<file path="src/hw/dz_pkg.sv">
package dz_pkg;

    // digit and row codes
    localparam int DIGIT_W = 3;
    localparam int ROW_W   = 3;

    // rows, and columns per colour
    localparam int MATRIX_N = 8;

    localparam logic [DIGIT_W-1:0] START_DIGIT = 3'd5;
    localparam logic [DIGIT_W-1:0] BLANK_DIGIT = 3'd0;

    // idle until start, then count down to blank
    typedef enum logic
    {
        SEQ_IDLE  = 1'b0,
        SEQ_COUNT = 1'b1
    } seq_state_e;

endpackage

</file>
<file path="src/hw/glyph_if.sv">
`timescale 1ns/1ps

interface glyph_if;

    logic [dz_pkg::DIGIT_W-1:0]  digit;
    logic [dz_pkg::ROW_W-1:0]    row_idx;
    logic [dz_pkg::MATRIX_N-1:0] red;     // column bits, red led
    logic [dz_pkg::MATRIX_N-1:0] green;   // column bits, green led

    // display side asks, rom answers in the same cycle
    modport requester (output digit, output row_idx, input red, input green);
    modport tbl (input digit, input row_idx, output red, output green);

endinterface

</file>
<file path="src/hw/dz_glyph_rom.sv">
`timescale 1ns/1ps

module dz_glyph_rom
(
    glyph_if.tbl g
);

    logic [dz_pkg::MATRIX_N-1:0] bmp;
    logic                        yellow;

    // glyph shape, row 0 is always blank
    always_comb
    begin
        bmp = '0;
        case (g.digit)
            3'd5:
            begin
                case (g.row_idx)
                    3'd1:       bmp = 8'b0111_1110;
                    3'd2:       bmp = 8'b0110_0000;
                    3'd3:       bmp = 8'b0111_1100;
                    3'd4, 3'd5: bmp = 8'b0000_0110;
                    3'd6:       bmp = 8'b0110_0110;
                    3'd7:       bmp = 8'b0011_1100;
                    default:    bmp = 8'b0000_0000;
                endcase
            end
            3'd4:
            begin
                case (g.row_idx)
                    3'd1:       bmp = 8'b0000_1100;
                    3'd2:       bmp = 8'b0001_1100;
                    3'd3:       bmp = 8'b0010_1100;
                    3'd4:       bmp = 8'b0100_1100;
                    3'd5:       bmp = 8'b0111_1110;
                    3'd6, 3'd7: bmp = 8'b0000_1100;
                    default:    bmp = 8'b0000_0000;
                endcase
            end
            3'd3:
            begin
                case (g.row_idx)
                    3'd1:       bmp = 8'b0011_1100;
                    3'd2:       bmp = 8'b0110_0110;
                    3'd3:       bmp = 8'b0000_0110;
                    3'd4:       bmp = 8'b0001_1100;
                    3'd5:       bmp = 8'b0000_0110;
                    3'd6:       bmp = 8'b0110_0110;
                    3'd7:       bmp = 8'b0011_1100;
                    default:    bmp = 8'b0000_0000;
                endcase
            end
            3'd2:
            begin
                case (g.row_idx)
                    3'd1:       bmp = 8'b0011_1100;
                    3'd2:       bmp = 8'b0110_0110;
                    3'd3:       bmp = 8'b0000_0110;
                    3'd4:       bmp = 8'b0000_1100;
                    3'd5:       bmp = 8'b0011_0000;
                    3'd6:       bmp = 8'b0110_0000;
                    3'd7:       bmp = 8'b0111_1110;
                    default:    bmp = 8'b0000_0000;
                endcase
            end
            3'd1:
            begin
                case (g.row_idx)
                    3'd1, 3'd2: bmp = 8'b0001_1000;
                    3'd3:       bmp = 8'b0011_1000;
                    3'd4, 3'd5: bmp = 8'b0001_1000;
                    3'd6:       bmp = 8'b0110_0000;
                    3'd7:       bmp = 8'b0111_1110;
                    default:    bmp = 8'b0000_0000;
                endcase
            end
            default:
            begin
                bmp = '0;   // blank digit and unused codes
            end
        endcase
    end

    // the last three digits light both colours, which reads as yellow
    assign yellow = (g.digit >= 3'd1) && (g.digit <= 3'd3);

    assign g.red   = bmp;
    assign g.green = yellow ? bmp : '0;

endmodule

</file>
<file path="src/hw/dz_show.sv">
`timescale 1ns/1ps

module dz_show
(
    input  logic                        clk,
    input  logic                        rst,
    input  logic [dz_pkg::DIGIT_W-1:0]  digit,
    output logic [dz_pkg::MATRIX_N-1:0] row,
    output logic [dz_pkg::MATRIX_N-1:0] colr,
    output logic [dz_pkg::MATRIX_N-1:0] colg,
    glyph_if.requester                  g
);

    logic [dz_pkg::DIGIT_W-1:0]  dz_num;
    logic [dz_pkg::ROW_W-1:0]    row_cnt;
    logic [dz_pkg::MATRIX_N-1:0] row_dec;

    always_ff @(posedge clk or posedge rst)
    begin
        if (rst)
            dz_num <= dz_pkg::BLANK_DIGIT;
        else
            dz_num <= digit;
    end

    always_ff @(posedge clk or posedge rst)
    begin
        if (rst)
            row_cnt <= '0;
        else
            row_cnt <= row_cnt + 1'b1;   // wraps 7 -> 0
    end

    assign g.digit   = dz_num;
    assign g.row_idx = row_cnt;

    always_comb
    begin
        row_dec          = '0;
        row_dec[row_cnt] = 1'b1;
    end

    // row select and the glyph for it leave together
    always_ff @(posedge clk or posedge rst)
    begin
        if (rst)
        begin
            row  <= '0;
            colr <= '0;
            colg <= '0;
        end
        else
        begin
            row  <= row_dec;
            colr <= g.red;
            colg <= g.green;
        end
    end

    a_row_onehot: assert property (@(posedge clk) disable iff (rst) $onehot0(row));

    // once scanning, the lit row walks up one step per clock
    a_row_walk: assert property (@(posedge clk) disable iff (rst)
        (row != '0) |=> (row == {$past(row[dz_pkg::MATRIX_N-2:0]),
                                 $past(row[dz_pkg::MATRIX_N-1])}));

endmodule

</file>
<file path="src/hw/countdown_seq.sv">
`timescale 1ns/1ps

module countdown_seq
#(
    parameter int TICK_CYCLES = 64
)
(
    input  logic                       clk,
    input  logic                       rst,
    input  logic                       start,
    output logic [dz_pkg::DIGIT_W-1:0] digit,
    output logic                       done
);

    dz_pkg::seq_state_e state;
    logic [31:0]        hold_cnt;
    logic               hold_end;

    assign hold_end = (hold_cnt == 32'(TICK_CYCLES - 1));

    always_ff @(posedge clk or posedge rst)
    begin
        if (rst)
        begin
            state    <= dz_pkg::SEQ_IDLE;
            hold_cnt <= '0;
            digit    <= dz_pkg::BLANK_DIGIT;
            done     <= 1'b0;
        end
        else
        begin
            done <= 1'b0;
            case (state)
                dz_pkg::SEQ_IDLE:
                begin
                    if (start)
                    begin
                        state    <= dz_pkg::SEQ_COUNT;
                        hold_cnt <= '0;
                        digit    <= dz_pkg::START_DIGIT;
                    end
                end
                dz_pkg::SEQ_COUNT:
                begin
                    // start is not looked at here
                    if (hold_end)
                    begin
                        hold_cnt <= '0;
                        digit    <= digit - 1'b1;
                        if (digit == 3'd1)
                        begin
                            done  <= 1'b1;
                            state <= dz_pkg::SEQ_IDLE;
                        end
                    end
                    else
                    begin
                        hold_cnt <= hold_cnt + 32'd1;
                    end
                end
                default:
                begin
                    state <= dz_pkg::SEQ_IDLE;
                end
            endcase
        end
    end

    a_digit_range: assert property (@(posedge clk) disable iff (rst)
        digit <= dz_pkg::START_DIGIT);

    // done only on the step from 1 to blank
    a_done_blank: assert property (@(posedge clk) disable iff (rst)
        done |-> (digit == dz_pkg::BLANK_DIGIT) && ($past(digit) == 3'd1));

endmodule

</file>
<file path="src/hw/dz_countdown_top.sv">
`timescale 1ns/1ps

module dz_countdown_top
#(
    parameter int TICK_CYCLES = 64
)
(
    input  logic                        clk,
    input  logic                        rst,
    input  logic                        start,
    output logic [dz_pkg::DIGIT_W-1:0]  digit,
    output logic                        done,
    output logic [dz_pkg::MATRIX_N-1:0] row,
    output logic [dz_pkg::MATRIX_N-1:0] colr,
    output logic [dz_pkg::MATRIX_N-1:0] colg
);

    glyph_if gi ();

    countdown_seq #(
        .TICK_CYCLES (TICK_CYCLES)
    ) seq0 (
        .clk   (clk),
        .rst   (rst),
        .start (start),
        .digit (digit),   // also feeds the display
        .done  (done)
    );

    dz_show show0 (
        .clk   (clk),
        .rst   (rst),
        .digit (digit),
        .row   (row),
        .colr  (colr),
        .colg  (colg),
        .g     (gi.requester)
    );

    dz_glyph_rom rom0 (
        .g (gi.tbl)
    );

endmodule

</file>
<file path="config.mk">
export PLATFORM = sky130hd
export DESIGN_NAME = dz_countdown_top
export DESIGN_NICKNAME = d
export VERILOG_FILES = /design/src/hw/dz_pkg.sv /design/src/hw/glyph_if.sv /design/src/hw/dz_glyph_rom.sv /design/src/hw/dz_show.sv /design/src/hw/countdown_seq.sv /design/src/hw/dz_countdown_top.sv
export SDC_FILE = /design/constraint.sdc
export NUM_CORES = 1
export LEC_CHECK = 0
export ABC_AREA = 1
export BUFFER_PORTS_ARGS = -buffer_cell sky130_fd_sc_hd__buf_2
export CORE_ASPECT_RATIO = 1.75
export CORE_MARGIN = 2
export CORE_UTILIZATION = 52
export CTS_CLUSTER_DIAMETER = 60
export CTS_CLUSTER_SIZE = 24
export DETAILED_ROUTE_END_ITERATION = 10
export PLACE_DENSITY = 0.77
export SLEW_MARGIN = 20
export SYNTH_ARGS = -nofsm -noshare
export SYNTH_HDL_FRONTEND = slang
export SYNTH_SLANG_ARGS = --single-unit
</file>
<file path="constraint.sdc">
create_clock -name clk -period 2.3 [get_ports clk]
set_clock_uncertainty 0.2 [all_clocks]
set_input_delay 0.345 -clock clk [delete_from_list [all_inputs] [get_ports clk]]
set_output_delay 0.345 -clock clk [all_outputs]
set_load 0.01 [all_outputs]
</file>
## After elaboration in Yosys (flattened, before gate mapping)

Cells that the tools add are included.

- Bits in registers: 67
- Bits of input ports: 3
- Output and inout bits: 28

- Add/sub/neg operators: 3
- $lt $le $gt $ge: 4
- Equal/unequal tests: 16
- Multiplexer cells: 22
- Bitwise gates (word level): 1
- Reductions and logical operators: 9

Operators with widths:

| cell | number |
|---|---|
| 2-to-1 mux 32 bit | 2 |
| one-hot mux 32 bit (2 select lines) | 1 |
| one-hot mux 7 bit (4 select lines) | 2 |
| one-hot mux 7 bit (7 select lines) | 1 |
| one-hot mux 7 bit (6 select lines) | 1 |
| one-hot mux 8 bit (5 select lines) | 1 |
| one-hot mux 7 bit (5 select lines) | 1 |
| adder 32 x 1 -> 32 bit, second input constant | 1 |
| equality test 32 x 6 -> 1 bit, second input constant | 1 |
| equality test 3 bit, second input constant | 6 |
| equality test 3 x 2 -> 1 bit, second input constant | 4 |
| equality test 3 x 1 -> 1 bit, second input constant | 3 |
| 2-to-1 mux 8 bit | 1 |
| OR reduction 2 bit | 4 |
| 2-to-1 mux 1 bit | 7 |
| >= comparator 3 x 1 -> 1 bit, second input constant | 2 |
| 2-to-1 mux 3 bit | 2 |
| one-hot mux 3 bit (2 select lines) | 1 |
| less-than comparator 3 x 4 -> 1 bit, second input constant | 1 |
| inequality test 2 bit, second input constant | 2 |
| OR reduction 4 bit | 1 |
| adder 3 x 1 -> 3 bit, second input constant | 1 |
| demux 1 bit (select 3 bit) | 1 |
| <= comparator 3 x 2 -> 1 bit, second input constant | 1 |
| 6 further kinds | 7 |

## Logic depth before layout (Yosys ltp)

Gate-level depths: netlist of the first run.

- Depth after elaboration: 5
- Gate-level depth with buffers: 10
- Mapped depth without buffers: 10

## By module

A second synthesis of the first run with hierarchy kept.

- Cells, all modules: 526
- Area, all modules: 3779.9 µm²

Modules (own cells, without submodules):

| module | instances | cells each | area each (µm²) |
|---|---|---|---|
| countdown_seq | 1 | 365 | 2429.8 |
| dz_show | 1 | 51 | 838.3 |
| dz_glyph_rom | 1 | 110 | 511.7 |

## Worst setup path before layout of the first run

OpenSTA, ideal clock, no wires.

- Path type: register to register
- Start point: register show0.row_cnt (netlist bit show0.g.row_idx[0])
- End point: register show0.colg[2] (netlist name)
- Setup time: 0.137 ns
- Arrival time: 1.472 ns
- Setup slack: 0.491 ns
- Cell stages (with the launch flop): 11
- Period minus slack after synthesis: 1.809 ns
- Path through: dfrtp_1 -> ha_1 -> ha_1 -> inv_1 -> nand3_1 -> nand2_1 -> inv_1 -> nor2_1 -> nand2_1 -> nor2_1 -> nor2_1

- Cells in the longest elaborated chain, start to end: 5
- Elaborated cells between the ends (all ways): 20
- Those cells by class: eq/ne (7); mux (7); reduce/logical (6)

Ends and longest elaborated chain:

| element | line | text |
|---|---|---|
| start, declared | dz_show.sv:15 | `logic [dz_pkg::ROW_W-1:0] row_cnt;` |
| start signal, assigned | dz_show.sv:31 | `row_cnt <= row_cnt + 1'b1;` |
| equality test 3 x 1 -> 1 bit (tied with other cells) | -- |  |
| OR reduction 4 bit (no line) (tied with other cells) | -- |  |
| one-hot mux 7 bit (4 select lines) (tied with other cells) | dz_glyph_rom.sv:68 | `case (g.row_idx)` |
| one-hot mux 8 bit (5 select lines) (*) | dz_glyph_rom.sv:15 | `case (g.digit)` |
| 2-to-1 mux 8 bit (*) | dz_glyph_rom.sv:88 | `assign g.green = yellow ? bmp : '0;` |
| via gi.green, one bit | glyph_if.sv:8 | `logic [dz_pkg::MATRIX_N-1:0] green;` |
| end signal, assigned | dz_show.sv:56 | `colg <= g.green;` |
| end, declared | dz_show.sv:10 | `output logic [dz_pkg::MATRIX_N-1:0] colg,` |

The timed path passes the listed nets; every way through them passes the cells marked *.
A chain may end at the register's enable or synchronous reset.

## Final worst setup path of the first run

- Start point: register show0.row_cnt (netlist bit show0.g.row_idx[0])
- End point: register show0.colg[5] (netlist name)

- Cells in the longest elaborated chain, start to end: 5
- Elaborated cells between the ends (all ways): 20
- Those cells by class: eq/ne (7); mux (7); reduce/logical (6)

Ends and longest elaborated chain:

| element | line | text |
|---|---|---|
| equality test 3 x 1 -> 1 bit (tied with other cells) | -- |  |
| OR reduction 4 bit (no line) (tied with other cells) | -- |  |
| one-hot mux 7 bit (4 select lines) (tied with other cells) | dz_glyph_rom.sv:68 |  |
| one-hot mux 8 bit (5 select lines) (*) | dz_glyph_rom.sv:15 |  |
| via gi.red, one bit | glyph_if.sv:7 | `logic [dz_pkg::MATRIX_N-1:0] red;` |
| 2-to-1 mux 8 bit (*) | dz_glyph_rom.sv:88 |  |
| via gi.green, one bit | glyph_if.sv:8 |  |

Marked as above.

==> results.yml, run 1 <==
cells_and_area:
  area_growth_pct: 15.6
  final_layout_size_suffix_gt1_share_pct: 11.2
  fin_cells: 655
  diodes: 0
  final_util_pct: 62.1
  nets: 578
setup_path:
  reg2reg_slack_ns: 0.15
  startpoint_type: "flop"
  setup.worst_path.class: "reg2reg"
  worstPathMaxFanout: 8
  crit_required_ns: 2.38
  setup.worst_path.end_class: "flop"
  cp.arrival_ns: 2.23
synth:
  yosysSeqAreaShare_pct: 42.5
  synth_ff_type: "dfrtp_1"
  synth_edf_count: 0
  synth_top_cells_by_count: "nand2_1, nor2_1, inv_1, dfrtp_1, nand3_1"
  yosysUniqueCellTypes: 32
  ys_top_cells_by_area: "dfrtp_1, nand2_1, nor2_1"
  yosysTopAreaCell: "dfrtp_1"
  avgSynthCellArea_um2: 6.99
  yosys_warnings: 0
  synthArstFlopShare_pct: 100
  syn_area_mm2: 0.00371
  syn_inst: 531
  yosysMostFrequentCell: "nand2_1"
  ys_seq_elements: 63
  synthDominantCellAreaShare_pct: 42.5
die:
  fp-row-count: 40
  start_util_pct: 53.8
  pin_count: 31
  die_h_um: 116
  core_mm2: 0.00691
  die-area_mm2: 0.00786
  dieWidth_um: 67.9
timing:
  setup_viol: 0
  finalCriticalPeriod_ns: 2.15
  slew_headroom_pct: 55.7
  slew_violations: 0
  rsz0062_at_grt: "no"
  fmax_mhz: 466
  finalSetupTns_ns: 0
  period_share_pct: 93.4
  worst_slew_pin_slew_ns: 0.657
  finalHoldViolCount: 0
placed_design:
  gp_congestion: 0.962
  numPortBuffers: 26
  hpwl_um: 7300
  placedCellCount: 638
run:
  max_cap_violations: 0
global_routing:
  grt_antenna_before_repair: 0
  track_usage_pct: 27.8
  grt_pass1_vias: 3517
  grt_first_pass_wirelength_um: 15700
  grt_overflow: 0
  grt_start_max_net_pins: 28
drt:
  ant_nets: 0
  via_count: 3485
  drtPass1Iterations: 5
  drtIter0Drc: 254
  drc: 0
  drt-total-wl_um: 9620
  viasPerCell: 5.32
  wire_per_inst_um: 14.7
power:
  power_per_cell_area_mw_per_mm2: 791
  leakage_nw: 2.19
  vdd_drop_max_mv: 0.717
cts:
  cts_inserted_buffers: 9
  cts_setup_buffers: 0
  htree_levels: 3
  clockRootBuffer: "clkbuf_16"
  clkSinkCount: 63
  cts.clk_slew.worst_paths_ns: 0.06
  clockBufferDepth: 2
  insertion_delay_ns: 0.34
  cts_tree: "built"
outcome:
  status: "completed"
worst_hold_path:
  hold_class: "in2reg"
[cells in the final DEF, fill, tap and decap left out, types with 2 or more instances in the layout]
| cell type | count |
|---|---|
| nand2_1 | 152 |
| nor2_1 | 93 |
| inv_1 | 66 |
| dfrtp_1 | 62 |
| nand3_1 | 60 |
| o21ai_0 | 33 |
| buf_2 | 26 |
| ha_1 | 9 |
| clkbuf_16 | 9 |
| a21oi_1 | 6 |
| xnor2_1 | 5 |
| inv_2 | 4 |
| xor2_1 | 4 |
| conb_1 | 4 |
| nand2_2 | 3 |
| nor2_4 | 3 |
| buf_4 | 3 |
| nor2_2 | 2 |
| nor3_1 | 2 |
| nand4_1 | 2 |
| o211ai_1 | 2 |
| o21ai_1 | 2 |
| bufinv_16 | 2 |
| clkbuf_8 | 2 |
[per-stage QoR]
step / cell area [µm²] / setup slack, ns / power (mW) / hold WS [ns]
final: 4290 / 0.152 / 3.40 / 0.168
after global routing: 4290 / 0.00518 / 3.55 / 0.216
after CTS: 4290 / 0.176 / 3.42 / 0.173
after detailed placement: 3950 / 0.192 / 1.89 / 0.241
after global placement: 3950 / 0.231 / 1.87 / 0.230
after floorplan: 3720 / 0.185 / 1.75 / 0.254
[per-layer routing]
layer / global-route usage [%] / wire length [µm] / up-vias / part of all wire, %
met4: 22.5 / 717 / 0 / 7.5
li1: - / - / 1730 / -
met3: 4.76 / 317 / 53 / 3.3
met1: 25.9 / 3350 / 1593 / 35
met5: 0 / 0 / - / 0
met2: 50.3 / 5230 / 109 / 54
[sequential cells by signal, indices dropped and copies added, names as in the netlist]
name	cells
show0.colg	6
show0.row	8
seq0.done	1
seq0.state	1
show0.colr	6
seq0.digit	3
show0.g.row_idx	3
show0.g.digit	3
seq0.hold_cnt	32
[final cells by class]
type                            instances  area (µm²)
Sequential cell                        63        1580
Clock buffer                           12         256
Fill cell                             614        2620
Multi-Input combinational cell        391        1830
Timing Repair Buffer                   31         183
Inverter                               70         263
Tap cell                               84         105
Clock inverter                          4        76.3
[worst max-delay path, stage by stage, from the launching register on]
cell,delay [ns]
dfrtp_1,0.46
inv_1,0.23
ha_1,0.30
inv_1,0.11
nor2_1,0.16
nor2_1,0.08
o21ai_0,0.26
nor2_1,0.07
nand3_1,0.11
nand2_1,0.06
inv_1,0.05
[path summary, 6_finish.rpt]
path	from	to	depth (start not counted)
setup / recovery	show0.g.row_idx[0]$_DFF_PP0_	show0.colg[5]$_DFF_PP0_	10
setup reg to reg	show0.g.row_idx[0]$_DFF_PP0_	show0.colg[5]$_DFF_PP0_	10
min in group asynchronous	rst	show0.colg[1]$_DFF_PP0_	3
max in group asynchronous	rst	seq0.hold_cnt[25]$_DFFE_PP0P_	4
hold reg to reg	seq0.digit[1]$_DFFE_PP0P_	show0.g.digit[1]$_DFF_PP0_	0
hold / removal	start	seq0.digit[1]$_DFFE_PP0P_	4
[power by group]
| part | internal (mW) | switching, mW | leakage (nW) |
|---|---|---|---|
| registers | 1.22 | 0.153 | 0.816 |
| logic | 0.182 | 0.326 | 1.22 |
| clock network | 1.01 | 0.500 | 0.159 |
| total | 2.42 | 0.979 | 2.19 |
[cells by family after synthesis]
| kind of cell | synth area share [%] |
|---|---|
| adders and majority gates | 3.03 |
| and+or+nand+nor | 37.2 |
| xor gates and xnor gates | 2.12 |
| other | 0.101 |
| AOI/OAI and AO/OA | 6.50 |
| DFF | 42.5 |
| buffers and inverters | 8.56 |
[repair_timing]
action / CTS / global route
endpoints found under the hold margin: 25 / 0
setup endpoints to repair: 0 / 3
resized for setup: 0 / 1
hold buffers: 1 / 0
Note: power is estimated with default switching activity, not from simulation.
==> run 2, diff against run 1 <==
--- a/config.mk
+++ b/config.mk
@@ -6,14 +6,14 @@
 export NUM_CORES = 1
 export LEC_CHECK = 0
 export ABC_AREA = 1
-export BUFFER_PORTS_ARGS = -buffer_cell sky130_fd_sc_hd__buf_2
 export CORE_ASPECT_RATIO = 1.75
 export CORE_MARGIN = 2
 export CORE_UTILIZATION = 52
 export CTS_CLUSTER_DIAMETER = 60
 export CTS_CLUSTER_SIZE = 24
 export DETAILED_ROUTE_END_ITERATION = 10
-export PLACE_DENSITY = 0.77
+export DONT_BUFFER_PORTS = 1
+export PLACE_DENSITY = 0.73
 export SLEW_MARGIN = 20
 export SYNTH_ARGS = -nofsm -noshare
 export SYNTH_HDL_FRONTEND = slang
==> results.yml, run 2 (synthesized netlist as in run 1, its figures left out) <==
outcome:
  status: "completed"
cts:
  cts.clk_slew.worst_paths_ns: 0.05
  clockRootBuffer: "clkbuf_16"
  clkSinkCount: 63
  cts_inserted_buffers: 9
  htree_levels: 3
  clockBufferDepth: 2
  cts_setup_buffers: 0
  insertion_delay_ns: 0.34
  cts_tree: "built"
cells_and_area:
  reg.largest.list: "seq0.hold_cnt x32, show0.row x8"
  n_fill_cell: 603
  fin_cells: 630
  largest_register_ff_count: 32
  area_growth_pct: 10.8
  final_common_cell: "nand2_1"
  nets: 553
  top_register: "seq0.hold_cnt"
  final_cell_mix: "nand2_1, nor2_1, inv_1, dfrtp_1, nand3_1"
  diodes: 0
  final_layout_size_suffix_gt1_share_pct: 6.96
power:
  power_per_cell_area_mw_per_mm2: 784
  p_comb_share_pct: 15.5
  internal-power_mw: 2.26
  power_switching_mw: 0.966
  vdd_drop_max_mv: 0.454
  switching_share_pct: 29.9
  clkPwrFrac_pct: 41.8
  power_frac_seq_pct: 42.8
  leakage_nw: 2.05
  power.total_mw: 3.23
die:
  die-area_mm2: 0.00786
  core_mm2: 0.00691
  start_util_pct: 53.8
  fp-row-count: 40
  dieWidth_um: 67.9
  pin_count: 31
  die_h_um: 116
timing:
  finalHoldViolCount: 0
  slew_headroom_pct: 59.0
  period_share_pct: 89.4
  fmax_mhz: 487
  hold_ws_ns: 0.0574
  finalSetupTns_ns: 0
  rsz0062_at_grt: "no"
  worst_slew_pin_slew_ns: 0.610
  finalCriticalPeriod_ns: 2.06
  slew_violations: 0
  setup_viol: 0
global_routing:
  grt_antenna_before_repair: 0
  track_usage_pct: 27.9
  grt_start_max_net_pins: 29
  grt_first_pass_wirelength_um: 15800
  grt_overflow: 0
  grt_pass1_vias: 3357
worst_hold_path:
  hold_start: "start"
  hold_class: "in2reg"
drt:
  drt-total-wl_um: 9660
  ant_nets: 0
  via_count: 3460
  drc: 0
  drtPass1Iterations: 5
  drtIter0Drc: 275
  wire_per_inst_um: 15.3
  viasPerCell: 5.49
placed_design:
  numPortBuffers: 0
  placedCellCount: 613
  gp_congestion: 1.07
  hpwl_um: 7090
setup_path:
  crit_required_ns: 2.33
  worstPathMaxFanout: 8
  timing.rr.start: "show0.g.row_idx[1]$_DFF_PP0_"
  setup.worst_path.end_class: "flop"
  setup.worst_path.start: "show0.g.row_idx[1]$_DFF_PP0_"
  setup.worst_path.class: "reg2reg"
  cp.arrival_ns: 2.08
  startpoint_type: "flop"
run:
  max_cap_violations: 0
[run 2: critical path: stages (launching register included)]
cell     delay, ns
dfrtp_1       0.47
inv_1         0.15
ha_1          0.26
inv_1         0.13
nand3_1       0.12
nand2_1       0.14
nor2_1        0.08
a21oi_1       0.13
nand3_1       0.12
nand2_1       0.10
inv_1         0.05
[run 2: routing by layer]
layer	routed length (µm)	part of all wire, %	GRT usage, %	vias up
met5	0	0	0	-
met4	617	6.4	18.1	0
met3	486	5.0	7.48	47
met2	5240	54	50.4	131
met1	3320	34	26.7	1610
li1	-	-	-	1672
[run 2: area by class of cell]
cell class / count / area, µm² / share of cell area [%]
Tap cell: 84 / 105 / 2.55
Inverter: 70 / 263 / 6.38
Multi-Input combinational cell: 391 / 1830 / 44.5
Timing Repair Buffer: 6 / 47.5 / 1.16
Clock buffer: 12 / 246 / 5.99
Sequential cell: 63 / 1580 / 38.3
Clock inverter: 4 / 45.0 / 1.09
[run 2: per-stage QoR]
step | instance area, µm² | setup slack (ns) | utilization (%)
floorplan | 3720 | 0.185 | -
global placement | 3810 | 0.295 | 55.2
detailed placement | 3810 | 0.262 | 55.2
CTS | 4110 | 0.244 | 59.6
global route | 4120 | 0.0382 | 59.6
finish | 4120 | 0.245 | 59.6
[run 2: worst paths after layout]
kind                                           endpoint  slack, ns  cells after the start
setup / recovery                show0.colg[6]$_DFF_PP0_       0.24                     10
hold reg to reg              show0.g.digit[1]$_DFF_PP0_       0.31                      0
hold / removal                seq0.digit[1]$_DFFE_PP0P_       0.06                      3
min in group asynchronous       show0.colg[4]$_DFF_PP0_       0.29                      2
setup reg to reg                show0.colg[6]$_DFF_PP0_       0.24                     10
max in group asynchronous  show0.g.row_idx[0]$_DFF_PP0_       0.93                      3
[run 2: repair_timing]
| action | in CTS | in global routing |
|---|---|---|
| hold buffers | 1 | 0 |
| gates resized for setup | 0 | 1 |
| setup endpoints to repair | 0 | 1 |
| hold endpoints to repair | 23 | 0 |
[run 2: power groups by stage]
stage,clock (mW),combinational (mW),sequential [mW]
2_1_floorplan,0,0.406,1.35
3_3_place_gp,0,0.468,1.39
3_5_place_dp,0,0.498,1.39
4_1_cts,1.36,0.500,1.38
5_1_grt,1.41,0.582,1.40
6_report,1.35,0.499,1.38
